### src/hdl/socPkg.sv
// SoC package
// AHB-Lite request and response structs, transfer encodings and the
// memory map of the peripheral subsystem
`default_nettype none

package socPkg;

    // ----------------------------------------
    // AHB-Lite encodings
    // ----------------------------------------
    typedef enum logic [1:0] {
        IDLE   = 2'b00,
        BUSY   = 2'b01,
        NONSEQ = 2'b10,
        SEQ    = 2'b11
    } hTrans_t;

    typedef enum logic [2:0] {
        BYTE = 3'b000,
        HALF = 3'b001,
        WORD = 3'b010
    } hSize_t;

    // Address phase from the master, 38 bits
    typedef struct packed {
        logic [31:0] hAddr;
        hTrans_t     hTrans;
        hSize_t      hSize;
        logic        hWrite;
    } ahbReq_t;

    // One slave's response, 33 bits
    typedef struct packed {
        logic [31:0] hRData;
        logic        hReadyOut;
    } ahbRsp_t;

    // ----------------------------------------
    // Memory map
    // ----------------------------------------
    localparam logic [3:0] slotRam  = 4'h0;  // HADDR[31:28]
    localparam logic [3:0] slotGpio = 4'h4;
    localparam logic [3:0] slotUart = 4'h5;

    localparam logic [7:0] regGpioOut    = 8'h00;
    localparam logic [7:0] regGpioOe     = 8'h04;
    localparam logic [7:0] regGpioIn     = 8'h08;
    localparam logic [7:0] regUartData   = 8'h00;
    localparam logic [7:0] regUartStatus = 8'h04;

endpackage

`default_nettype wire

### src/hdl/ahblUartTx.sv
// AHB-Lite UART transmitter
// 8N1 frames at baudDiv clocks per bit; a data write while a frame is
// in flight is held off with wait states until the stop bit ends
`default_nettype none

module ahblUartTx import socPkg::*; #(
    parameter int baudDiv = 8
) (
    input  logic        HCLK,
    input  logic        arstN,
    input  ahbReq_t     busReq,
    input  logic [31:0] hWData,
    input  logic        sel,
    input  logic        hReady,
    output ahbRsp_t     rsp,
    output logic        uartTx
);

    localparam int cntBits = (baudDiv > 1) ? $clog2(baudDiv) : 1;

    logic               accept;
    logic               dataWrite;
    logic [7:0]         dataOff;
    logic               wrData;     // Data register write in its data phase
    logic               loadFrame;

    logic               busy;
    logic [9:0]         shiftReg;   // {stop, data[7:0], start}
    logic [3:0]         bitCnt;
    logic [cntBits-1:0] baudCnt;
    logic               baudTick;
    logic               frameDone;
    logic [31:0]        rdData;

    assign accept = sel && hReady && busReq.hTrans[1];

    // ----------------------------------------
    // Bus side
    // ----------------------------------------
    always_ff @(posedge HCLK or negedge arstN) begin
        if (!arstN) begin
            dataWrite <= 1'b0;
        end else if (hReady) begin
            dataWrite <= accept && busReq.hWrite;
        end
    end

    always_ff @(posedge HCLK) begin
        if (accept) dataOff <= busReq.hAddr[7:0];
    end

    assign wrData    = dataWrite && (dataOff == regUartData);
    assign loadFrame = wrData && hReady;

    // Stall a data write until the stop bit of the current frame is done
    assign baudTick  = (baudCnt == cntBits'(baudDiv - 1));
    assign frameDone = busy && (bitCnt == 4'd9) && baudTick;

    always_comb begin
        rdData = 32'h0;
        if (dataOff == regUartStatus) rdData = {31'h0, busy};
    end

    assign rsp = '{hRData: rdData, hReadyOut: !(wrData && busy) || frameDone};

    // ----------------------------------------
    // Shifter
    // ----------------------------------------
    always_ff @(posedge HCLK or negedge arstN) begin
        if (!arstN) begin
            busy     <= 1'b0;
            shiftReg <= 10'h3ff;
            bitCnt   <= 4'd0;
            baudCnt  <= '0;
        end else if (loadFrame) begin
            busy     <= 1'b1;  // Start bit goes out next cycle
            shiftReg <= {1'b1, hWData[7:0], 1'b0};
            bitCnt   <= 4'd0;
            baudCnt  <= '0;
        end else if (busy) begin
            if (baudTick) begin
                baudCnt  <= '0;
                shiftReg <= {1'b1, shiftReg[9:1]};  // LSB first
                bitCnt   <= bitCnt + 4'd1;
                if (bitCnt == 4'd9) busy <= 1'b0;
            end else begin
                baudCnt <= baudCnt + 1'b1;
            end
        end
    end

    assign uartTx = shiftReg[0];  // Line idles high

endmodule

`default_nettype wire

### config.mk
export PLATFORM = sky130hd
export DESIGN_NAME = ahblUartTx
export DESIGN_NICKNAME = d
export VERILOG_FILES = /design/src/hdl/socPkg.sv /design/src/hdl/ahblUartTx.sv
export SDC_FILE = /design/constraint.sdc
export NUM_CORES = 1
export LEC_CHECK = 0
export BUFFER_PORTS_ARGS = -buffer_cell sky130_fd_sc_hd__buf_4
export CAP_MARGIN = 20
export CORE_AREA = 2 2 61 63
export DETAILED_ROUTE_END_ITERATION = 8
export DIE_AREA = 0 0 63 65
export GPL_TIMING_DRIVEN = 0
export HOLD_SLACK_MARGIN = 0.05
export PLACE_DENSITY = 0.94
export RECOVER_POWER = 25
export SYNTH_ARGS = -nofsm -noshare
export SYNTH_HDL_FRONTEND = slang
export SYNTH_SLANG_ARGS = --single-unit
### constraint.sdc
create_clock -name HCLK -period 3.05 [get_ports HCLK]
set_input_delay 0.915 -clock HCLK [delete_from_list [all_inputs] [get_ports HCLK]]
set_output_delay 0.915 -clock HCLK [all_outputs]
set_load 0.02 [all_outputs]
==> results.txt <==
Period minus WS final -> 2.926 ns
WS Path Type -> flop to output port
CTS tree -> done
Mapped Cells -> 119
Final nets -> 256
Clock Sinks -> 26
number of routed nets with antenna violations -> 0
DPL Wire Length -> 1764 um
TNS Setup -> 0 ns
Fin. Hold Viols -> 0
initial DRC count -> 24
commonest cells after routing, fill and taps aside -> buf_4, conb_1, mux2_2, dfrtp_1, dfstp_2
Worst Skew -> 0.008416 ns
status -> finished clean
commonest non-fill, non-tap cell in the layout -> buf_4
DIE WIDTH -> 63 um
CP Cell Sequence -> ha_1 -> ha_2 -> nand4b_1 -> nand2_1 -> or4_1 -> buf_4
average size of a mapped cell -> 12.11 sq um
Worst-path clk slew -> 0.13 ns
DP Worst Slack -> 0.4284 ns
slew at the pin closest to its max-slew limit -> 0.9533 ns
Port Buffer Count -> 24
Vert. Die Dim -> 65 um
final count of pins violating max slew -> 0
placed cells -> 221
Finished Layout Cells -> 225
RSZ-0062 raised after global routing -> no
Yosys warning total -> 0
worst rel slew slack -> 36.45%
Cell Area, Synth -> 1441 sq um
layout cells sized above 1 -> 47.46%
Yosys reg bits -> 26
worst-path maximum fanout -> 7
vias in the first global route -> 881
row cnt -> 22
ANT cells -> 0
GP Congestion -> 0.7444
Clock Path Buffers -> 2
slowest CP cell -> or4_1
Initial DRT Pass Iterations -> 4
area grow syn2layout -> 26.21%
final WL -> 2222 um
Lkg Pwr -> 0.8788 nW
wire per inst -> 9.876 um
utilization after layout -> 52.04%
final setup vio count -> 0
# DRC -> 0
antenna violations before repair -> 0
core footprint -> 3496 sq um
die area -> 4095 sq um
final-layout fill cell count -> 306
CTS root buf -> clkbuf_4
worst hold path type -> flop to flop
Worst path top cell family by delay -> simple AND/OR/NAND/NOR gates
CTS buffer count -> 3
PwrDens -> 534.0 nW/um^2
first-pass GRT wire length -> 3643 um
Final period util -> 95.95%
Seq/Total Area, Yosys -> 48.70%
crit-path max cell delay -> 0.48 ns
GRT Total Usage -> 11.35%
pin count of the biggest net entering global routing -> 19
Worst Setup Start Kind -> flop
final worst slack -> 0.1237 ns
Setup crit end kind -> output port
max_cap viols -> 0
Worst EP required -> 2.13 ns
gr ovfl total -> 0
max frequency -> 0.3417 GHz
clk_lat worst skew -> 0.32 ns
CP bufs+invs -> 1
Initial Utilization -> 41.23%
Vias -> 933
CTS H-Tree Depth -> 1
WP data arrival -> 2.01 ns
top-level port count -> 108
via-per-instance ratio -> 4.147
VDD IR max -> 0.3667 mV
CTS Hold Bufs -> 0
Final Power -> 971.4 uW
Yosys cell types -> 32
-- synthesized netlist by cell type --
cell type / count / share of area [%]
mux2i_1: 3 / 2.1
nand4_4: 1 / 1.5
mux2_4: 1 / 1.0
inv_1: 2 / 0.52
nor2_1: 7 / 1.8
buf_2: 1 / 0.35
a311oi_1: 1 / 0.61
buf_4: 32 / 17
or3_1: 1 / 0.43
buf_6: 1 / 0.78
mux2_2: 10 / 7.8
xor2_1: 2 / 1.2
conb_1: 1 / 0.26
and4_1: 1 / 0.61
and3_1: 1 / 0.43
nand3_1: 3 / 1.0
or4_1: 1 / 0.52
nand2_2: 1 / 0.43
dfrtp_1: 9 / 16
nor4_4: 1 / 1.5
nor3_1: 1 / 0.35
nand2b_1: 1 / 0.43
nand4b_1: 1 / 0.61
edfxtp_1: 8 / 17
dfstp_2: 9 / 16
nand2_1: 5 / 1.3
mux2_1: 4 / 3.1
o21ai_0: 1 / 0.35
nor2b_1: 1 / 0.43
a21oi_1: 3 / 1.0
ha_1: 4 / 3.5
o2bb2ai_1: 1 / 0.61
-- power breakdown --
group	internal, mW	leakage (nW)	total [mW]	switching [mW]
clock network	0.0479	0.0154	0.143	0.0955
logic	0.156	0.588	0.306	0.150
registers	0.464	0.275	0.522	0.0578
-- kinds of logic after synthesis --
| logic type | share of synthesized area (%) |
|---|---|
| buf+inv | 18.32 |
| flops | 48.70 |
| simple gates | 11.37 |
| mux | 14.06 |
| compound gates | 2.604 |
| fa+ha+maj | 3.472 |
| xor+xnor | 1.215 |
| other cells | 0.2602 |
-- repair_timing --
action | CTS | global route
resized for setup | 0 | 1
setup buffers | 0 | 0
endpoints found under the setup margin | 0 | 1
-- sequential cells by signal, indices dropped and copies added (netlist names) --
name,count
baudCnt,3
bitCnt,4
busy,1
dataOff,8
dataWrite,1
shiftReg,9
-- per-layer routing --
metal	up-vias	track usage [%]	routed length, um	share of wire [%]
met5	-	0	0	0
met4	0	5.000	39	1.8
met3	6	1.736	132	5.9
met2	39	23.27	1257	57
met1	427	11.00	793	36
li1	461	-	-	-
-- layout make-up --
cell class	count	area (sq um)	area share [%]
inverter	2	7.507	0.4127
clock buffer	3	22.52	1.238
clock inverter	1	3.754	0.2063
buffer	34	256.5	14.10
tap	48	60.06	3.301
timing repair buffer	24	176.4	9.697
sequential	26	701.9	38.58
multi-input combinational	87	590.6	32.46
-- final timing paths --
check                            start           to  slack, ns  depth (start not counted)
hold reg to reg            shiftReg[0]  shiftReg[0]       0.49                          2
setup / recovery            baudCnt[0]       rsp[0]       0.12                          6
hold / removal             shiftReg[0]  shiftReg[0]       0.49                          2
max in group asynchronous        arstN    bitCnt[1]       1.77                          1
min in group asynchronous        arstN   baudCnt[2]       0.70                          1
setup reg to reg            baudCnt[0]  shiftReg[3]       1.27                          6
-- through the flow --
stage                     hold WS (ns)  area, sq um
after floorplan                 0.4731         1554
after global placement          0.4666         1794
after detailed placement        0.4744         1794
after CTS                       0.4373         1821
after global routing            0.5258         1819
final                           0.4945         1819
-- worst min-delay path, stage by stage, from the launching register on --
cell     delay [ns]
dfstp_2        0.39
nand2_1        0.05
a21oi_1        0.06
Power figures use the tool's default switching activity.
