### src/hdl/socPkg.sv
// SoC package
// AHB-Lite request and response structs, transfer encodings and the
// memory map of the peripheral subsystem
`default_nettype none

package socPkg;

    // ----------------------------------------
    // AHB-Lite encodings
    // ----------------------------------------
    typedef enum logic [1:0] {
        IDLE   = 2'b00,
        BUSY   = 2'b01,
        NONSEQ = 2'b10,
        SEQ    = 2'b11
    } hTrans_t;

    typedef enum logic [2:0] {
        BYTE = 3'b000,
        HALF = 3'b001,
        WORD = 3'b010
    } hSize_t;

    // Address phase from the master, 38 bits
    typedef struct packed {
        logic [31:0] hAddr;
        hTrans_t     hTrans;
        hSize_t      hSize;
        logic        hWrite;
    } ahbReq_t;

    // One slave's response, 33 bits
    typedef struct packed {
        logic [31:0] hRData;
        logic        hReadyOut;
    } ahbRsp_t;

    // ----------------------------------------
    // Memory map
    // ----------------------------------------
    localparam logic [3:0] slotRam  = 4'h0;  // HADDR[31:28]
    localparam logic [3:0] slotGpio = 4'h4;
    localparam logic [3:0] slotUart = 4'h5;

    localparam logic [7:0] regGpioOut    = 8'h00;
    localparam logic [7:0] regGpioOe     = 8'h04;
    localparam logic [7:0] regGpioIn     = 8'h08;
    localparam logic [7:0] regUartData   = 8'h00;
    localparam logic [7:0] regUartStatus = 8'h04;

endpackage

`default_nettype wire

### src/hdl/ahblSplitter.sv
// AHB-Lite splitter
// Decodes HADDR[31:28] into slave selects and merges the slave
// responses, following the data phase rather than the address phase
`default_nettype none

module ahblSplitter import socPkg::*; (
    input  logic        HCLK,
    input  logic        arstN,
    input  ahbReq_t     busReq,
    input  ahbRsp_t     ramRsp,
    input  ahbRsp_t     gpioRsp,
    input  ahbRsp_t     uartRsp,
    output logic        ramSel,
    output logic        gpioSel,
    output logic        uartSel,
    output logic        hReady,
    output logic [31:0] hRData
);

    logic [3:0] slot;
    logic       active;
    logic [2:0] dataSel;  // One-hot {uart, gpio, ram} of the data phase

    assign slot   = busReq.hAddr[31:28];
    assign active = busReq.hTrans[1];  // NONSEQ or SEQ

    // ----------------------------------------
    // Address phase decode
    // ----------------------------------------
    assign ramSel  = (slot == slotRam);
    assign gpioSel = (slot == slotGpio);
    assign uartSel = (slot == slotUart);

    // Slot follows the transfer into its data phase
    always_ff @(posedge HCLK or negedge arstN) begin
        if (!arstN) begin
            dataSel <= 3'b000;
        end else if (hReady) begin
            if (active) begin
                dataSel <= {uartSel, gpioSel, ramSel};
            end else begin
                dataSel <= 3'b000;  // Idle, nothing in the data phase
            end
        end
    end

    // ----------------------------------------
    // Response mux
    // ----------------------------------------
    always_comb begin
        hReady = 1'b1;    // Unmapped or idle slot
        hRData = 32'h0;
        if (dataSel[0]) begin
            hReady = ramRsp.hReadyOut;
            hRData = ramRsp.hRData;
        end else if (dataSel[1]) begin
            hReady = gpioRsp.hReadyOut;
            hRData = gpioRsp.hRData;
        end else if (dataSel[2]) begin
            hReady = uartRsp.hReadyOut;
            hRData = uartRsp.hRData;
        end
    end

endmodule

`default_nettype wire

### config.mk
export PLATFORM = sky130hd
export DESIGN_NAME = ahblSplitter
export DESIGN_NICKNAME = d
export VERILOG_FILES = /design/src/hdl/socPkg.sv /design/src/hdl/ahblSplitter.sv
export SDC_FILE = /design/constraint.sdc
export NUM_CORES = 1
export LEC_CHECK = 0
export BUFFER_PORTS_ARGS = -buffer_cell sky130_fd_sc_hd__buf_2
export CORE_ASPECT_RATIO = 0.5
export CORE_UTILIZATION = 23
export CTS_BUF_LIST = sky130_fd_sc_hd__clkbuf_8
export CTS_CLUSTER_SIZE = 30
export DETAILED_ROUTE_END_ITERATION = 12
export PLACE_DENSITY_LB_ADDON = 0.08
export RECOVER_POWER = 50
export SLEW_MARGIN = 10
export SYNTH_ARGS = -nofsm -noshare
export SYNTH_HDL_FRONTEND = slang
export SYNTH_SLANG_ARGS = --single-unit
### constraint.sdc
create_clock -name HCLK -period 1.25 [get_ports HCLK]
set_clock_uncertainty 0.2 [all_clocks]
set_input_delay 0.25 -clock HCLK [delete_from_list [all_inputs] [get_ports HCLK]]
set_output_delay 0.25 -clock HCLK [all_outputs]
set_load 0.01 [all_outputs]
==> results.toml, run 1 <==
[power_and_ir_drop]
p_leak_uw = 0.000960
irDropWorstVdd_uv = 353
power_uw = 782
pwr_density_cell_nw_per_um2 = 421

[synthesis]
syn-cell-area_sq_um = 868
ys_warn_count = 0
synthTopCellsByCount = "36 x nand2_1, 32 x o21ai_1, 30 x a22oi_1"
ys.flop_type = "dfrtp_1"
synth_top_area_share_pct = 25.9
synthTopCellsByArea = "a22oi_1 26%, o21ai_1 18%, nand2_1 16%, dfrtp_1 8.6%, buf_2 4.6%"
synth-seq-cells = 3
synth-edff-count = 0
async_flop_share_pct = 100
synth_most_common_cell = "nand2_1"
synth_nets = 272
synth_top_area_cell = "a22oi_1"
ys_seq_area_share_pct = 8.65
synthCells = 133
avgSynthCellArea_sq_um = 6.53
yosysUniqueCellTypes = 21

[worst_setup_path]
crit_start = "dataSel[1]"
r2r-start = "dataSel[1]"
r2r-end = "dataSel[2]"
reg2reg_setup_slack_ns = -0.30
worstPathArrival_ns = 1.37
crit_fanout = 17
cp-end-kind = "output pin"
critical_path_required_ns = 0.80
criticalPathCategory = "reg2out"
start_kind = "flip-flop"
reg2reg_depth = 5

[grt]
grt_max_degree = 49
grt_pass1_vias = 1165
track_usage_pct = 15.5
antenna_found_initial = 0
grt_remaining_overflow = 0
met2_usage_pct = 31.4
use_met3_pct = 1.81
grt_pass1_wl_mm = 4.93
met1_usage_pct = 17.0
grt.busiest_layer = "met2"

[routing]
vias_per_cell = 4.60
drcViolationCount = 0
ant_nets = 0
wl_per_cell_um = 11.0
drt-total-wl_mm = 3.65
vias = 1524
firstDrtPassIters = 4
drt_iter0_markers = 40

[layout]
multi_input_area_sq_um = 756
top_register = "dataSel"
largest_reg_flops = 3
final_cell_area_sq_um = 1860
top_regs = "dataSel: 3 flops"
layout-drive-gt1-share_pct = 62.9
syn_to_final_growth_pct = 114
register_area_sq_um = 77.6
final.fill_count = 367
final_nets = 420
diodes = 0

[timing]
finalSetupViolations = 37
period_share_pct = 145
finalMaxSlewViolations = 0
tns_ns = -18.03
min_period_ns = 1.82
layout_setup_ws_ns = -0.565
fmax_ghz = 0.551
slew-limit-headroom_pct = 85.3
tightestPinTransition_ns = 0.219
hold_ws_ns = 0.114
hold_viol = 0
grt_setup_unrepaired = "true"

[clocking]
htreeDepth = 1
cts_tree = "done"
clock_sinks = 3
clk_pin_slew_worst_paths_ns = 0.03
cts_max_path_buffers = 2
cts-root-buf = "clkbuf_8"
insertion_delay_ns = 0.22
cts_buffers = 3

[floorplanning]
initial_core_util_pct = 24.6
rows = 15
io_pins = 175
core_area_sq_um = 3530
die_area_sq_um = 4040
die_x_um = 88.9
dieHeight_um = 45.4

[placement]
routabilityCongestion = 0.646
pre_cts_slack_ns = -0.370
post_dp_cell_area_sq_um = 1730
post-dp-hpwl_mm = 2.93
io_buffer_count = 141

[run_status]
violations = "negative setup slack"
run_status = "finished with violations"

[job]
drv_cap = 0

[hold_path]
min_from = "busReq[5]"
min_to = "dataSel[1]"
holdPathStages = 3
hp-class = "in2reg"
-- cell usage in the layout (no fill, tap or decap), types with 3 or more instances in the layout --
master	count
buf_2	138
nand2_1	36
o21ai_1	28
a22oi_1	26
buf_4	9
inv_1	4
o21ai_2	4
a22oi_2	4
buf_12	4
clkbuf_8	3
-- report_power, final --
part           total, uW  leakage [uW]  switching (uW)  internal, uW
registers            105     0.0000382            4.55           101
clock network        279     0.0000269            70.0           209
logic                398      0.000895             173           224
total                782      0.000960             248           535
-- worst max-delay path: stages (launching register included) --
cell and delay [ns]:
dfrtp_2 0.44, nor2b_4 0.18, buf_12 0.17, a22oi_1 0.07, o21ai_1 0.14, buf_2 0.15
-- worst max-delay path by stage --
stage | cells past startpoint | slack [ns] | end
floorplan | 5 | -0.23 | hRData[11]
global placement | 5 | -0.32 | hRData[19]
detailed placement | 5 | -0.37 | hRData[8]
CTS | 5 | -0.58 | hRData[8]
global route | 5 | -0.65 | hRData[8]
finish | 5 | -0.57 | hRData[8]
-- layout make-up --
| class | count | area share [%] |
|---|---|---|
| clock inverter | 1 | 0.202 |
| sequential | 3 | 4.18 |
| clock buffer | 3 | 2.22 |
| tap | 51 | 3.43 |
| inverter | 3 | 0.606 |
| timing repair buffer | 157 | 48.7 |
| multi-input combinational | 113 | 40.7 |
-- through the flow --
step | util, % | cells
6_report | 52.7 | 331
3_3_place_gp | 49.1 | 323
4_1_cts | 52.0 | 330
3_5_place_dp | 49.1 | 323
5_1_grt | 52.7 | 331
2_1_floorplan | - | 133
-- what timing repair did --
action                                 CTS  global route
endpoints found under the hold margin    3             0
gates resized for setup                  8             4
setup buffers                            2             1
setup endpoints to repair               39            38
pin swaps                                2             2
hold buffers                             1             0
-- cell families after synthesis --
| kind of cell | share of synthesized area [%] |
|---|---|
| compound gates | 51.0 |
| simple gates | 27.4 |
| mux | 2.31 |
| buf+inv | 10.7 |
| flops | 8.65 |
-- layer usage --
| layer | routed length, um | up-vias | part of all wire (%) |
|---|---|---|---|
| li1 | - | 787 | - |
| met1 | 1460 | 672 | 40 |
| met2 | 1880 | 60 | 52 |
| met3 | 263 | 5 | 7.2 |
| met4 | 42 | 0 | 1.2 |
| met5 | 0 | - | 0 |
(Power assumes the default switching activity.)
==> run 2: changes to the inputs <==
--- a/config.mk
+++ b/config.mk
@@ -13,6 +13,7 @@
 export DETAILED_ROUTE_END_ITERATION = 12
 export PLACE_DENSITY_LB_ADDON = 0.08
 export RECOVER_POWER = 50
+export SETUP_SLACK_MARGIN = 0.02
 export SLEW_MARGIN = 10
 export SYNTH_ARGS = -nofsm -noshare
 export SYNTH_HDL_FRONTEND = slang
==> run 2 against run 1 <==
The flow still finishes with violations (negative setup slack). Register-to-register slack hardly changed. Utilization rose by 0.071 points. Routed wire length down 0.19%. Highest routed layer unchanged.
==> results.toml, run 2 (synthesis results as in run 1) <==
[worst_setup_path]
cp_slowest_cell = "dfrtp_2"
crit_fanout = 17
criticalPathCategory = "reg2out"
worstPathArrival_ns = 1.37
critical_path_required_ns = 0.80
r2r-start = "dataSel[1]"
max_stage_delay_ns = 0.44
reg2reg_setup_slack_ns = -0.30
crit_chain = "nor2b_4, buf_12, a22oi_1, o21ai_1, buf_2"
start_kind = "flip-flop"
reg2reg_depth = 5
cp-end-kind = "output pin"
r2r-end = "dataSel[2]"

[layout]
top_register = "dataSel"
final_cell_area_sq_um = 1860
syn_to_final_growth_pct = 114
final_core_util_pct = 52.7
layoutNonFillerInstCount = 331
final_nets = 420
diodes = 0
layout-drive-gt1-share_pct = 62.9
top_regs = "dataSel: 3 flops"
most-common-layout-cells = "137 x buf_2, 36 x nand2_1, 28 x o21ai_1"
largest_reg_flops = 3
final.fill_count = 366
final_common_cell = "buf_2"

[power_and_ir_drop]
p_comb_share_pct = 50.9
pwr_density_cell_nw_per_um2 = 421
p_int_uw = 535
switchingPower_uw = 247
power_frac_clock_pct = 35.7
seq_power_share_pct = 13.5
p_leak_uw = 0.000961
irDropWorstVdd_uv = 353
switching_share_pct = 31.6

[placement]
post-dp-hpwl_mm = 2.93
post-place-cells = 323
post_dp_cell_area_sq_um = 1730
routabilityCongestion = 0.646
io_buffer_count = 141

[clocking]
cts_tree = "done"
cts_buffers = 3
cts_max_path_buffers = 2
clock_sinks = 3
clk_pin_slew_worst_paths_ns = 0.03
insertion_delay_ns = 0.22
htreeDepth = 1
cts-root-buf = "clkbuf_8"

[floorplanning]
io_pins = 175
dieHeight_um = 45.4
die_x_um = 88.9
core_area_sq_um = 3530
rows = 15
initial_core_util_pct = 24.6
die_area_sq_um = 4040

[timing]
finalMaxSlewViolations = 0
tns_ns = -18.02
slew-limit-headroom_pct = 85.2
layout_setup_ws_ns = -0.565
hold_viol = 0
grt_setup_unrepaired = "true"
finalSetupViolations = 37
tightestPinTransition_ns = 0.220
fmax_ghz = 0.551
period_share_pct = 145
min_period_ns = 1.82

[grt]
track_usage_pct = 15.5
antenna_found_initial = 0
grt_max_degree = 49
grt_pass1_wl_mm = 4.93
grt_pass1_vias = 1165
grt_remaining_overflow = 0

[routing]
wl_per_cell_um = 11.0
vias_per_cell = 4.62
vias = 1528
firstDrtPassIters = 4
drt_iter0_markers = 40
drcViolationCount = 0
ant_nets = 0
drt-total-wl_mm = 3.64

[hold_path]
min_from = "busReq[5]"
min_to = "dataSel[1]"
holdPathStages = 3
hp-class = "in2reg"

[job]
drv_cap = 0

[run_status]
violations = "negative setup slack"
run_status = "finished with violations"
## run 2: cell types whose count changed in the layout (fill, tap and decap cells not counted)
cell      delta
buf_2        -1
clkbuf_4     +1
## run 2: per-layer routing
metal	share of wire, %	track usage, %	vias up
li1	-	-	787
met1	40	17.0	674
met2	52	31.4	62
met3	7.3	1.81	5
met4	1.1	5.81	0
met5	0	0	-
## run 2: how the worst max path moves through the flow
stage          cells past startpoint          to  startpoint
2_1_floorplan                      5  hRData[11]  dataSel[1]
3_3_place_gp                       5  hRData[19]  dataSel[1]
3_5_place_dp                       5   hRData[8]  dataSel[1]
4_1_cts                            5   hRData[8]  dataSel[1]
5_1_grt                            5   hRData[8]  dataSel[1]
6_report                           5   hRData[8]  dataSel[1]
## run 2: through the flow
stage	setup WS, ns	total power [uW]	hold WS [ns]
global placement	-0.324	483	-0.151
detailed placement	-0.370	488	-0.149
CTS	-0.581	787	0.105
finish	-0.565	783	0.113
floorplan	-0.231	246	-0.246
global route	-0.647	839	0.147
## run 2: worst max-delay path: cells and delay by family, from the launching register on
| kind | cells | cell delay [ns] |
|---|---|---|
| flip-flops | 1 | 0.44 |
| AND/OR/NAND/NOR | 1 | 0.18 |
| buffers and inverters | 2 | 0.32 |
| AO/OA/AOI/OAI | 2 | 0.21 |
## run 2: power groups by stage
stage / Sequential (uW) / Clock (uW) / Combinational (uW)
6_report: 105 / 279 / 398
3_5_place_dp: 106 / 0 / 382
5_1_grt: 106 / 294 / 439
3_3_place_gp: 106 / 0 / 376
4_1_cts: 106 / 286 / 396
2_1_floorplan: 104 / 0 / 142
## run 2: layout make-up
class	instances	area [sq um]	area share, %
Inverter	3	11.3	0.605
Clock buffer	3	41.3	2.22
Sequential cell	3	77.6	4.17
Timing Repair Buffer	157	907	48.8
Tap cell	51	63.8	3.43
Clock inverter	1	3.75	0.202
Multi-Input combinational cell	113	756	40.6
## run 2: timing repair
action / in CTS / in global routing
hold endpoints to repair: 3 / 0
hold buffers: 1 / 0
buffers inserted: 2 / 1
endpoints found under the setup margin: 39 / 39
gates resized for setup: 8 / 5
pin swaps: 2 / 3
