[config.mk]
export PLATFORM = sky130hd
export DESIGN_NAME = ahblGpio
export DESIGN_NICKNAME = d
export VERILOG_FILES = /design/src/hdl/socPkg.sv /design/src/hdl/ahblGpio.sv
export SDC_FILE = /design/constraint.sdc
export NUM_CORES = 1
export LEC_CHECK = 0
export BUFFER_PORTS_ARGS = -buffer_cell sky130_fd_sc_hd__buf_2
export CAP_MARGIN = 20
export CORE_UTILIZATION = 35
export CTS_BUF_LIST = sky130_fd_sc_hd__clkbuf_16
export CTS_CLUSTER_DIAMETER = 30
export CTS_CLUSTER_SIZE = 30
export DETAILED_ROUTE_END_ITERATION = 7
export PLACE_DENSITY_LB_ADDON = 0.05
export SLEW_MARGIN = 20
export SYNTH_ARGS = -nofsm -noshare
export SYNTH_HDL_FRONTEND = slang
export SYNTH_SLANG_ARGS = --single-unit
[constraint.sdc]
create_clock -name HCLK -period 3.37 [get_ports HCLK]
set_clock_uncertainty 0.15 [all_clocks]
set_input_delay 0.674 -clock HCLK [delete_from_list [all_inputs] [get_ports HCLK]]
set_output_delay 0.674 -clock HCLK [all_outputs]
set_load 0.02 [all_outputs]
[src/hdl/socPkg.sv]
// SoC package
// AHB-Lite request and response structs, transfer encodings and the
// memory map of the peripheral subsystem
`default_nettype none

package socPkg;

    // ----------------------------------------
    // AHB-Lite encodings
    // ----------------------------------------
    typedef enum logic [1:0] {
        IDLE   = 2'b00,
        BUSY   = 2'b01,
        NONSEQ = 2'b10,
        SEQ    = 2'b11
    } hTrans_t;

    typedef enum logic [2:0] {
        BYTE = 3'b000,
        HALF = 3'b001,
        WORD = 3'b010
    } hSize_t;

    // Address phase from the master, 38 bits
    typedef struct packed {
        logic [31:0] hAddr;
        hTrans_t     hTrans;
        hSize_t      hSize;
        logic        hWrite;
    } ahbReq_t;

    // One slave's response, 33 bits
    typedef struct packed {
        logic [31:0] hRData;
        logic        hReadyOut;
    } ahbRsp_t;

    // ----------------------------------------
    // Memory map
    // ----------------------------------------
    localparam logic [3:0] slotRam  = 4'h0;  // HADDR[31:28]
    localparam logic [3:0] slotGpio = 4'h4;
    localparam logic [3:0] slotUart = 4'h5;

    localparam logic [7:0] regGpioOut    = 8'h00;
    localparam logic [7:0] regGpioOe     = 8'h04;
    localparam logic [7:0] regGpioIn     = 8'h08;
    localparam logic [7:0] regUartData   = 8'h00;
    localparam logic [7:0] regUartStatus = 8'h04;

endpackage

`default_nettype wire

[src/hdl/ahblGpio.sv]
// AHB-Lite GPIO port
// Output and output-enable registers plus a synchronized input,
// all 32 bits wide and accessed as whole words
`default_nettype none

module ahblGpio import socPkg::*; (
    input  logic        HCLK,
    input  logic        arstN,
    input  ahbReq_t     busReq,
    input  logic [31:0] hWData,
    input  logic        sel,
    input  logic        hReady,
    input  logic [31:0] gpioIn,
    output ahbRsp_t     rsp,
    output logic [31:0] gpioOut,
    output logic [31:0] gpioOe
);

    logic        accept;
    logic        dataWrite;
    logic [7:0]  dataOff;   // Register offset of the data phase
    logic [31:0] inMeta;
    logic [31:0] inSync;
    logic [31:0] rdData;

    assign accept = sel && hReady && busReq.hTrans[1];

    // ----------------------------------------
    // Bus side
    // ----------------------------------------
    always_ff @(posedge HCLK or negedge arstN) begin
        if (!arstN) begin
            dataWrite <= 1'b0;
        end else if (hReady) begin
            dataWrite <= accept && busReq.hWrite;
        end
    end

    always_ff @(posedge HCLK) begin
        if (accept) dataOff <= busReq.hAddr[7:0];
    end

    always_ff @(posedge HCLK or negedge arstN) begin
        if (!arstN) begin
            gpioOut <= 32'h0;
            gpioOe  <= 32'h0;
        end else if (dataWrite && hReady) begin
            if (dataOff == regGpioOut) gpioOut <= hWData;
            if (dataOff == regGpioOe)  gpioOe  <= hWData;
        end
    end

    // Two-flop input synchronizer
    always_ff @(posedge HCLK or negedge arstN) begin
        if (!arstN) begin
            inMeta <= 32'h0;
            inSync <= 32'h0;
        end else begin
            inMeta <= gpioIn;
            inSync <= inMeta;
        end
    end

    always_comb begin
        case (dataOff)
            regGpioOut: rdData = gpioOut;
            regGpioOe:  rdData = gpioOe;
            regGpioIn:  rdData = inSync;
            default:    rdData = 32'h0;
        endcase
    end

    assign rsp = '{hRData: rdData, hReadyOut: 1'b1};  // Never stalls

endmodule

`default_nettype wire

==> impl_results.md, run 1 <==
- Final min period: 3.01 ns
- Max clock buf depth: 2
- Failing checks: design-rule violations
- Fill cells: 1,362
- Initial core utilization: 0.363
- Htree depth: 4
- Cells after Synth: between 300 and 400
- Peak Freq: between 300 and 400 MHz
- Mean routed wirelength per cell: approximately 17 um
- Total GRT Usage: 0.173
- Global Route met2 Usage: 0.283
- Synth area leaders: dfrtp_1 (60%), mux2_4 (8.4%), mux2i_1 (6.0%)
- Setup Crit Path Kind: flip-flop to output pin
- Peak VDD IR: around 310 uV
- Capturing point of the worst reg2reg path: gpioOe[1]
- Post-route ant nets: 0
- # clock sinks: ~140
- Pins Over Slew Limit: 0
- Sequential area share after synthesis: 0.649
- Core area: 0.0147 mm^2
- DIE AREA: around 0.016 mm^2
- Hold WC Path Type: input port to async pin
- Inserted Clock Buffers: 17
- Number of diodes: 0
- Share of the cycle needed by the critical path after routing: 0.895
- Vias per inst: approximately 4.6
- Clock Latency Late Sink: around 0.41 ns
- Total Neg Setup Slack: 0 ns
- Most area-hungry cell type in the Yosys netlist: dfrtp_1
- DR pass1 iterations: 6
- Overflow after GRT: 0
- Met3 Use GR: 0.0612
- # Max-Cap Violations: 0
- Crit path DAT: about 2.2 ns
- Critical path endpoint category: output pin
- Crit path max fanout: 23
- Crit path from: dataOff[7]
- Crit path capture: rsp[26]
- Pwr per Cell Area: about 530 mW/mm^2
- Initial antenna violation count: 0
- First-pass GRT wire length: 20,200 um
- Worst-path clk slew: around 0.060 ns
- Remaining DRCs: 11
- Hpwl dp: 8490 um
- Die Ht: around 130 um
- Post-CTS setup buffer count: 0
- Synth warn: 0
- Number of I/O port buffers: about 170
- Total wire length: 12,600 um
- Ys async rst share: 0.942
- RSZ-0062 raised after global routing: no
- Slew @ Worst Pin: approximately 0.74 ns
- Synthesized flop and latch total: 137
- R2R setup slack: 0.88 ns
- Row cnt: 44
- Fin. Hold Viols: 0
- Nets: ~650
- P_leak: 3.64 nW
- Worst reg2reg startpoint: dataOff[3]
- Die W: around 130 um
- Startpoint Class: flip-flop
- CP max stage cell: edfxtp_1
- Share of the synthesized area in the top cell type: 0.604
- Syn Area/Cell: 14.8 um^2
- Largest net degree at the start of global routing: 68
- Number of synthesized flops with an enable pin: 8
- Vias in the first global route: 3,637
- Mapped Nets: 468
- GPL Wtd Cong: about 0.7
- CTS tree: built
- Most Crowded Layer GR: met2
- Global-route track usage on met1: 0.206
- Critical-path cell list: nor4_4 > nand2_1 > buf_12 > a21oi_1 > buf_2
- Post-CTS Hold Fix Bufs: 0
- Max incr delay on CP: approximately 0.40 ns
- DRT iter0 DRCs: 176
- Worst Path Required: between 2 and 3 ns
- Area Growth Syn to Fin: 30.8%
- Synth Flop Type: dfrtp_1
- Synth unique cells: 23
- CTS Root Cell: clkbuf_16
- Synth top cells by count: dfrtp_1 (129), nand2_1 (33), a21oi_1 (32), mux2i_1 (32), or2_2 (32)
- Relative slew margins: 0.506
- Post-Syn Area: approximately 0.0053 mm^2
- Post-CTS resize count: 0
- Layout cell share with drive strength beyond 1: 0.545
- Final setup viols: 0
- I/O pin cnt: slightly above 200
- Worst reg2reg path depth: 4
- Layout Utilization: 0.475
- Most common cell in the netlist: dfrtp_1
- Status: finished with violations
- Via Count: between 3,000 and 4,000
==> metrics by stage <==
step                std cells  setup WS (ns)  cell area (um^2)  hold slack, ns  total power, mW
floorplan                 362           1.05              5340           0.181             1.81
global placement          706          0.733              6420           0.183             1.91
detailed placement        706          0.683              6420           0.185             1.92
CTS                       738          0.298              6990           0.106             3.73
global route              738          0.227              6990           0.126             3.83
finish                    738          0.355              6990          0.0892             3.67
==> cells in the final DEF, fill, tap and decap left out <==
master and instances:
and4b_2 1, conb_1 1, buf_2 172, or2_2 32, nor4_4 1, a21oi_1 32, and3_1 1, nand2_1 33
clkinv_2 6, edfxtp_1 8, nand4_2 1, mux2_1 6, buf_4 5, nor2_1 1, bufinv_16 3, a22o_1 1
mux2_2 28, nor2b_4 1, inv_1 4, dfrtp_1 129, clkbuf_16 17, and3b_1 1, mux2_4 30, clkinv_1 3
buf_12 4, mux2i_1 32, buf_6 1
==> critical path: cells and delay by family, from the launching register on <==
family          cells  cell delay (ns)
flops               1             0.40
simple gates        2             0.72
compound gates      1             0.17
buf+inv             2             0.48
==> area by class of cell <==
| class | count | area (um^2) | area share |
|---|---|---|---|
| sequential | 137 | 3470 | 0.496 |
| multi-input combinational | 202 | 1730 | 0.247 |
| timing repair buffer | 182 | 990 | 0.142 |
| clock buffer | 17 | 425 | 0.0609 |
| tap | 184 | 230 | 0.0329 |
| clock inverter | 15 | 143 | 0.0204 |
| inverter | 1 | 3.75 | 0.000537 |
==> worst min-delay path by stage <==
stage	start	endpoint	cells after the start
after floorplan	inMeta[0]	inSync[0]	0
after global placement	inMeta[28]	inSync[28]	0
after detailed placement	inMeta[11]	inSync[11]	0
after CTS	arstN	gpioOe[1]	1
after global routing	arstN	gpioOe[1]	1
final	arstN	gpioOe[1]	1
==> logic make-up after synthesis <==
logic type             Yosys count  synth area share
AOI/OAI and AO/OA               33            0.0316
buffers and inverters           23            0.0290
DFF                            137             0.649
muxes                           96             0.216
other                            1          0.000702
and+or+nand+nor                 72            0.0735
==> power by group <==
part           switching, mW  internal, mW  leakage [nW]  total [mW]
logic                 0.0894        0.0635          1.62       0.153
registers             0.0188          1.71          1.73        1.73
clock network          0.654          1.14         0.296        1.79
==> metal layers <==
metal / vias to the layer above / share of wire
li1: 1591 / -
met1: 1700 / 0.43
met2: 111 / 0.49
met3: 16 / 0.073
met4: 0 / 0.015
met5: - / 0
==> flip-flops by register name, indices dropped and copies added (netlist names) <==
| name | count |
|---|---|
| dataWrite | 1 |
| inSync | 32 |
| gpioOe | 32 |
| gpioOut | 32 |
| inMeta | 32 |
| dataOff | 8 |
No activity file was read; power rests on OpenSTA's default activity.
==> run 2: changes to the inputs <==
Settings changed: ABC_AREA set to 1.
==> impl_results.md, run 2 <==
- Worst reg2reg startpoint: dataOff[3]
- Post-CTS resize count: 0 (unchanged)
- # Max-Cap Violations: 0 (unchanged)
- Synthesized flop and latch total: 137 (unchanged)
- Met3 Use GR: 0.0657 (+0.00453)
- Cells after Synth: 522 (+44%)
- Inserted Clock Buffers: 17 (unchanged)
- Critical path endpoint category: output pin
- Worst setup margin: 0.405 ns (+0.0491 ns)
- Total GRT Usage: 0.201 (+0.0276)
- Max clock buf depth: 2 (unchanged)
- Max incr delay on CP: 0.67 ns (+0.27 ns)
- Mux share of post-synthesis cell area: 0 (-0.216)
- Startpoint Class: flip-flop
- Initial antenna violation count: 0 (unchanged)
- Die Ht: 125 um (-0.81%)
- Syn Area/Cell: 10.1 um^2 (-32%)
- DIE AREA: 0.0155 mm^2 (-1.6%)
- Worst-path clk slew: 0.06 ns (about the same)
- Capturing point of the worst reg2reg path: gpioOe[10]
- Remaining DRCs: 0 (-11)
- Synth unique cells: 18 (-22%)
- I/O pin cnt: 203 (unchanged)
- Die W: 125 um (-0.81%)
- Synth warn: 0 (unchanged)
- P_leak: 3.77 nW (+3.6%)
- CTS Root Cell: clkbuf_16
- Hold WC Path Type: input port to async pin
- Post-route ant nets: 0 (unchanged)
- Most Crowded Layer GR: met2
- Post-CTS setup buffer count: 0 (unchanged)
- Synth area leaders: dfrtp_1 (61%), nand3_1 (14%), nand2_1 (13%)
- Peak Freq: 337 MHz (+1.7%)
- Crit path max-delay family: simple AND/OR/NAND/NOR gates
- Final setup viols: 0 (unchanged)
- Total Neg Setup Slack: 0 ns (unchanged)
- Nets: 798 (+23%)
- Compound-cell area share of the yosys netlist: 0.000952 (-0.0307)
- CTS tree: built
- Share of the synthesized area in the top cell type: 0.614 (+0.0101)
- Crit path max fanout: 24 (+4.3%)
- Worst reg2reg path depth: 7 (+3)
- DRT iter0 DRCs: 250 (+42%)
- Core area: 0.0146 mm^2 (-0.75%)
- Mapped Nets: 628 (+34%)
- RSZ-0062 raised after global routing: no
- Layout cell share with drive strength beyond 1: 0.315 (-0.230)
- Vias per inst: 4.83 (+4.3%)
- Mean routed wirelength per cell: 16.6 um (-3.1%)
- # clock sinks: 137 (unchanged)
- Worst Path Required: 2.55 ns (about the same)
- Setup Crit Path Kind: flip-flop to output pin
- Global-route track usage on met1: 0.260 (+0.0540)
- Critical path buffers and inverters: 2 (unchanged)
- Synth top cells by count: nand2_1 (177), nand3_1 (151), dfrtp_1 (129), buf_2 (18), buf_4 (11)
- Post-Syn Area: 0.00526 mm^2 (-1.6%)
- First-pass GRT wire length: 23,900 um (+18%)
- Vias in the first global route: 4,358 (+20%)
- Main combinational cell family by area after synthesis: simple AND/OR/NAND/NOR gates
- Xor/xnor cell area share of the yosys netlist: 0 (unchanged)
- Area Growth Syn to Fin: 29.5%
- Adder-cell share of the synthesized area: 0 (unchanged)
- Fin area: 0.00680 mm^2 (-2.6%)
- Status: complete, no violations
- Via Count: 4,290 (+26%)
- Pwr per Cell Area: 536 mW/mm^2 (+2.0%)
- Synth Flop Type: dfrtp_1
- Relative slew margins: 0.444 (-0.0621)
- Most frequent cells in the layout: nand2_1 (177), buf_2 (172), nand3_1 (151), dfrtp_1 (129), clkbuf_16 (18)
- Most area-hungry cell type in the Yosys netlist: dfrtp_1
- Total wire length: 14,700 um (+17%)
- Post-CTS Hold Fix Bufs: 0 (unchanged)
- Slew @ Worst Pin: 0.833 ns (+0.0929 ns)
- DR pass1 iterations: 4 (-2)
- Number of synthesized flops with an enable pin: 8 (unchanged)
- Htree depth: 4 (unchanged)
- Most common cell in the netlist: nand2_1
- Final min period: 2.97 ns (-0.0491 ns)
- Ys async rst share: 0.942 (unchanged)
- Worst path most repeated cell: nand3_1
- Peak VDD IR: 348 uV (+13%)
- Number of diodes: 0 (unchanged)
- R2R setup slack: 0.73 ns (-0.15 ns)
- Clock Latency Late Sink: 0.41 ns (about the same)
- Hpwl dp: 9500 um (+12%)
- Crit path DAT: 2.14 ns (-0.05 ns)
- Sequential area share after synthesis: 0.660 (+0.0108)
- Pins Over Slew Limit: 0 (unchanged)
- Critical-path cell list: inv_1 > nand2_1 > nor2_4 > nand3_1 > nand3_1 > buf_2
- CP max stage cell: nor2_4
- DP Worst Slack: 0.689 ns (+0.00565 ns)
- Initial core utilization: 0.360 (-0.00326)
- Fill cells: 1,420 (+4.3%)
- Row cnt: 44 (unchanged)
- Global Route met2 Usage: 0.319 (+0.0355)
- Placed cell area: 0.00624 mm^2 (-2.8%)
- Number of I/O port buffers: 173 (unchanged)
- Post-Synth Simple-Gate Area: 0.285 (+0.211)
- GPL Wtd Cong: 0.758 (+8.2%)
- Share of the cycle needed by the critical path after routing: 0.880 (-0.0146)
- Overflow after GRT: 0 (unchanged)
- Commonest non-fill, non-tap cell in the layout: nand2_1
- Largest net degree at the start of global routing: 66 (-2.9%)
- Fin. Hold Viols: 0 (unchanged)
## run 2: per-stage QoR
| stage | power (mW) | cells | util | hold WS, ns |
|---|---|---|---|---|
| 2_1_floorplan | 1.80 | 522 | - | 0.181 |
| 3_3_place_gp | 1.90 | 857 | 0.428 | 0.182 |
| 3_5_place_dp | 1.90 | 857 | 0.428 | 0.185 |
| 4_1_cts | 3.70 | 888 | 0.466 | 0.111 |
| 5_1_grt | 3.79 | 888 | 0.466 | 0.125 |
| 6_report | 3.65 | 888 | 0.466 | 0.0830 |
## run 2: logic make-up (layout without fill, tap and decap cells)
logic type	Yosys count	count (layout)
AOI/OAI and AO/OA	1	1
other	1	1
and+or+nand+nor	340	340
DFF	137	137
buffers and inverters	43	225
## run 2: layout make-up
type                            instances  area (um^2)  share of cell area
Timing Repair Buffer                  187         1000               0.147
Clock buffer                           18          450              0.0662
Inverter                                7         26.3             0.00386
Multi-Input combinational cell        342         1520               0.223
Sequential cell                       137         3470               0.510
Clock inverter                         13          110              0.0162
Tap cell                              184          230              0.0338
## run 2: how the worst max path moves through the flow
stage	startpoint	end	cells past startpoint
2_1_floorplan	dataOff[3]	rsp[10]	7
3_3_place_gp	dataOff[0]	gpioOe[23]	7
3_5_place_dp	dataOff[3]	gpioOe[28]	7
4_1_cts	dataOff[3]	rsp[21]	6
5_1_grt	dataOff[1]	rsp[27]	6
6_report	dataOff[3]	rsp[23]	6
## run 2: per-layer routing
layer  up-vias  routed length, um
met4         0                 85
met3         8               1040
met2       136               7110
met1      2102               6500
li1       2044                  -
met5         -                  0
## run 2: report_power, final
part           total (mW)  leakage [nW]  internal, mW  switching [mW]
logic               0.142          1.75        0.0482          0.0941
clock network        1.78         0.293          1.11           0.668
registers            1.73          1.73          1.71          0.0173
total                3.65          3.77          2.87           0.780
==> run 3: changes to the inputs <==
Settings changed: RECOVER_POWER set to 25.
==> impl_results.md, run 3 (synthesis results as in run 2) <==
- First-pass GRT wire length: 23,900 um (unchanged)
- Design internal power: 2.87 mW (about the same)
- Crit path max fanout: 24 (unchanged)
- Worst path most repeated cell: nand3_1
- DIE AREA: 0.0155 mm^2 (unchanged)
- P_leak: 3.77 nW (about the same)
- # Max-Cap Violations: 1 (+1)
- Mean routed wirelength per cell: 16.5 um (-0.29%)
- Vias in the first global route: 4,358 (unchanged)
- Startpoint Class: flip-flop
- Post-CTS resize count: 0 (unchanged)
- Crit path from: dataOff[3]
- Clock Latency Late Sink: 0.41 ns (about the same)
- Hold Crit Start: inMeta[1]
- Relative slew margins: -0.0620 (-0.506)
- Most frequent cells in the layout: nand2_1 (177), buf_2 (172), nand3_1 (151), dfrtp_1 (129), clkbuf_16 (18)
- Post-CTS setup buffer count: 0 (unchanged)
- Sw frac: 0.214 (about the same)
- Critical path endpoint category: output pin
- CTS tree: built
- Peak Freq: 336 MHz (-0.27%)
- DR pass1 iterations: 4 (unchanged)
- Hpwl dp: 9500 um (unchanged)
- Pins Over Slew Limit: 63 (+63)
- Die W: 125 um (unchanged)
- Setup Crit Path Kind: flip-flop to output pin
- Switch Pwr: 0.779 mW (about the same)
- Worst-path clk slew: 0.06 ns (about the same)
- CP max stage cell: nor2_4
- Number of diodes: 0 (unchanged)
- Max clock buf depth: 2 (unchanged)
- Fin area: 0.00680 mm^2 (about the same)
- Commonest non-fill, non-tap cell in the layout: nand2_1
- I/O pin cnt: 203 (unchanged)
- Overflow after GRT: 0 (unchanged)
- Fin. Hold Viols: 0 (unchanged)
- Area Growth Syn to Fin: 29.3% (about the same)
- Initial antenna violation count: 0 (unchanged)
- Peak VDD IR: 347 uV (-0.13%)
- Status: finished with violations
- Nets: 798 (unchanged)
- Row cnt: 44 (unchanged)
- Hold WC Path Type: flip-flop to flip-flop
- RSZ-0062 raised after global routing: no
- Final std cells w/o fill: 888 (unchanged)
- Failing checks: max-capacitance violations, max-slew violations
- Inserted Clock Buffers: 17 (unchanged)
- Crit path DAT: 2.15 ns (about the same)
- Worst reg2reg startpoint: dataOff[3]
- Final min period: 2.97 ns (+0.00801 ns)
- Reg area: 0.00347 mm^2 (unchanged)
- DRT iter0 DRCs: 242 (-3.2%)
- Pwr per Cell Area: 536 mW/mm^2 (about the same)
- Slew @ Worst Pin: 1.59 ns (+0.760 ns)
- Htree depth: 4 (unchanged)
- Reg power frac: 0.474 (about the same)
- # clock sinks: 137 (unchanged)
- Core area: 0.0146 mm^2 (unchanged)
- Critical-path cell list: inv_1 > nand2_1 > nor2_4 > nand3_1 > nand3_1 > buf_2
- Area of the multi-input gates: 0.00152 mm^2 (unchanged)
- GPL Wtd Cong: 0.758 (unchanged)
- Die Ht: 125 um (unchanged)
- Post-route ant nets: 0 (unchanged)
- Comb power frac: 0.039 (about the same)
- Total Neg Setup Slack: 0 ns (unchanged)
- Dpl cells: 857 (unchanged)
- Remaining DRCs: 0 (unchanged)
- Via Count: 4,307 (+0.40%)
- CTS Root Cell: clkbuf_16
- Total GRT Usage: 0.201 (unchanged)
- Fill cells: 1,421 (+0.070%)
- Clock power share: 0.487 (about the same)
- Crit path max-delay family: simple AND/OR/NAND/NOR gates
- Final setup viols: 0 (unchanged)
- Number of I/O port buffers: 173 (unchanged)
- Share of the cycle needed by the critical path after routing: 0.882 (+0.00238)
- Worst Path Required: 2.55 ns (about the same)
- Critical path buffers and inverters: 2 (unchanged)
- Vias per inst: 4.85 (+0.40%)
- Total wire length: 14,700 um (-0.29%)
- Max incr delay on CP: 0.67 ns (about the same)
- Layout cell share with drive strength beyond 1: 0.315 (unchanged)
- Post-CTS Hold Fix Bufs: 0 (unchanged)
- Initial core utilization: 0.360 (unchanged)
- Placed cell area: 0.00624 mm^2 (unchanged)
- Power Total: 3.64 mW (about the same)
- Largest net degree at the start of global routing: 66 (unchanged)
-- run 3: changes by cell type in the layout (fill, tap and decap cells not counted), sizes merged --
cell	change
clkbuf	+1
buf	-1
-- run 3: per-layer routing --
metal	track usage	wire, um	up-vias
met3	0.0657	1030	13
met5	0	0	-
met4	0.0624	161	0
li1	-	-	2047
met2	0.319	7080	137
met1	0.260	6410	2110
-- run 3: area by class of cell --
class                           count  share of cell area
Sequential cell                   137               0.510
Multi-Input combinational cell    342               0.223
Timing Repair Buffer              187               0.147
Clock buffer                       18              0.0663
Tap cell                          184              0.0339
Clock inverter                     13              0.0162
Inverter                            7             0.00387
-- run 3: metrics by stage --
stage,setup WS [ns],util,hold slack [ns]
after floorplan,1.35,-,0.181
after global placement,0.732,0.428,0.182
after detailed placement,0.689,0.428,0.185
after CTS,0.375,0.466,0.111
after global routing,0.214,0.466,0.189
final,0.397,0.466,0.195
-- run 3: final timing paths --
check	endpoint	slack, ns	depth (start not counted)
setup / recovery	rsp[23]	0.40	6
hold / removal	inSync[1]	0.19	0
setup reg to reg	gpioOe[28]	0.74	7
hold reg to reg	inSync[1]	0.19	0
max in group asynchronous	gpioOut[24]	1.43	2
min in group asynchronous	dataWrite	0.50	1
-- run 3: power by group through the flow --
stage | Clock (mW) | Combinational (mW) | Sequential, mW
floorplan | 0 | 0.0347 | 1.76
global placement | 0 | 0.143 | 1.76
detailed placement | 0 | 0.146 | 1.76
CTS | 1.83 | 0.147 | 1.73
global route | 1.89 | 0.159 | 1.73
finish | 1.77 | 0.142 | 1.73
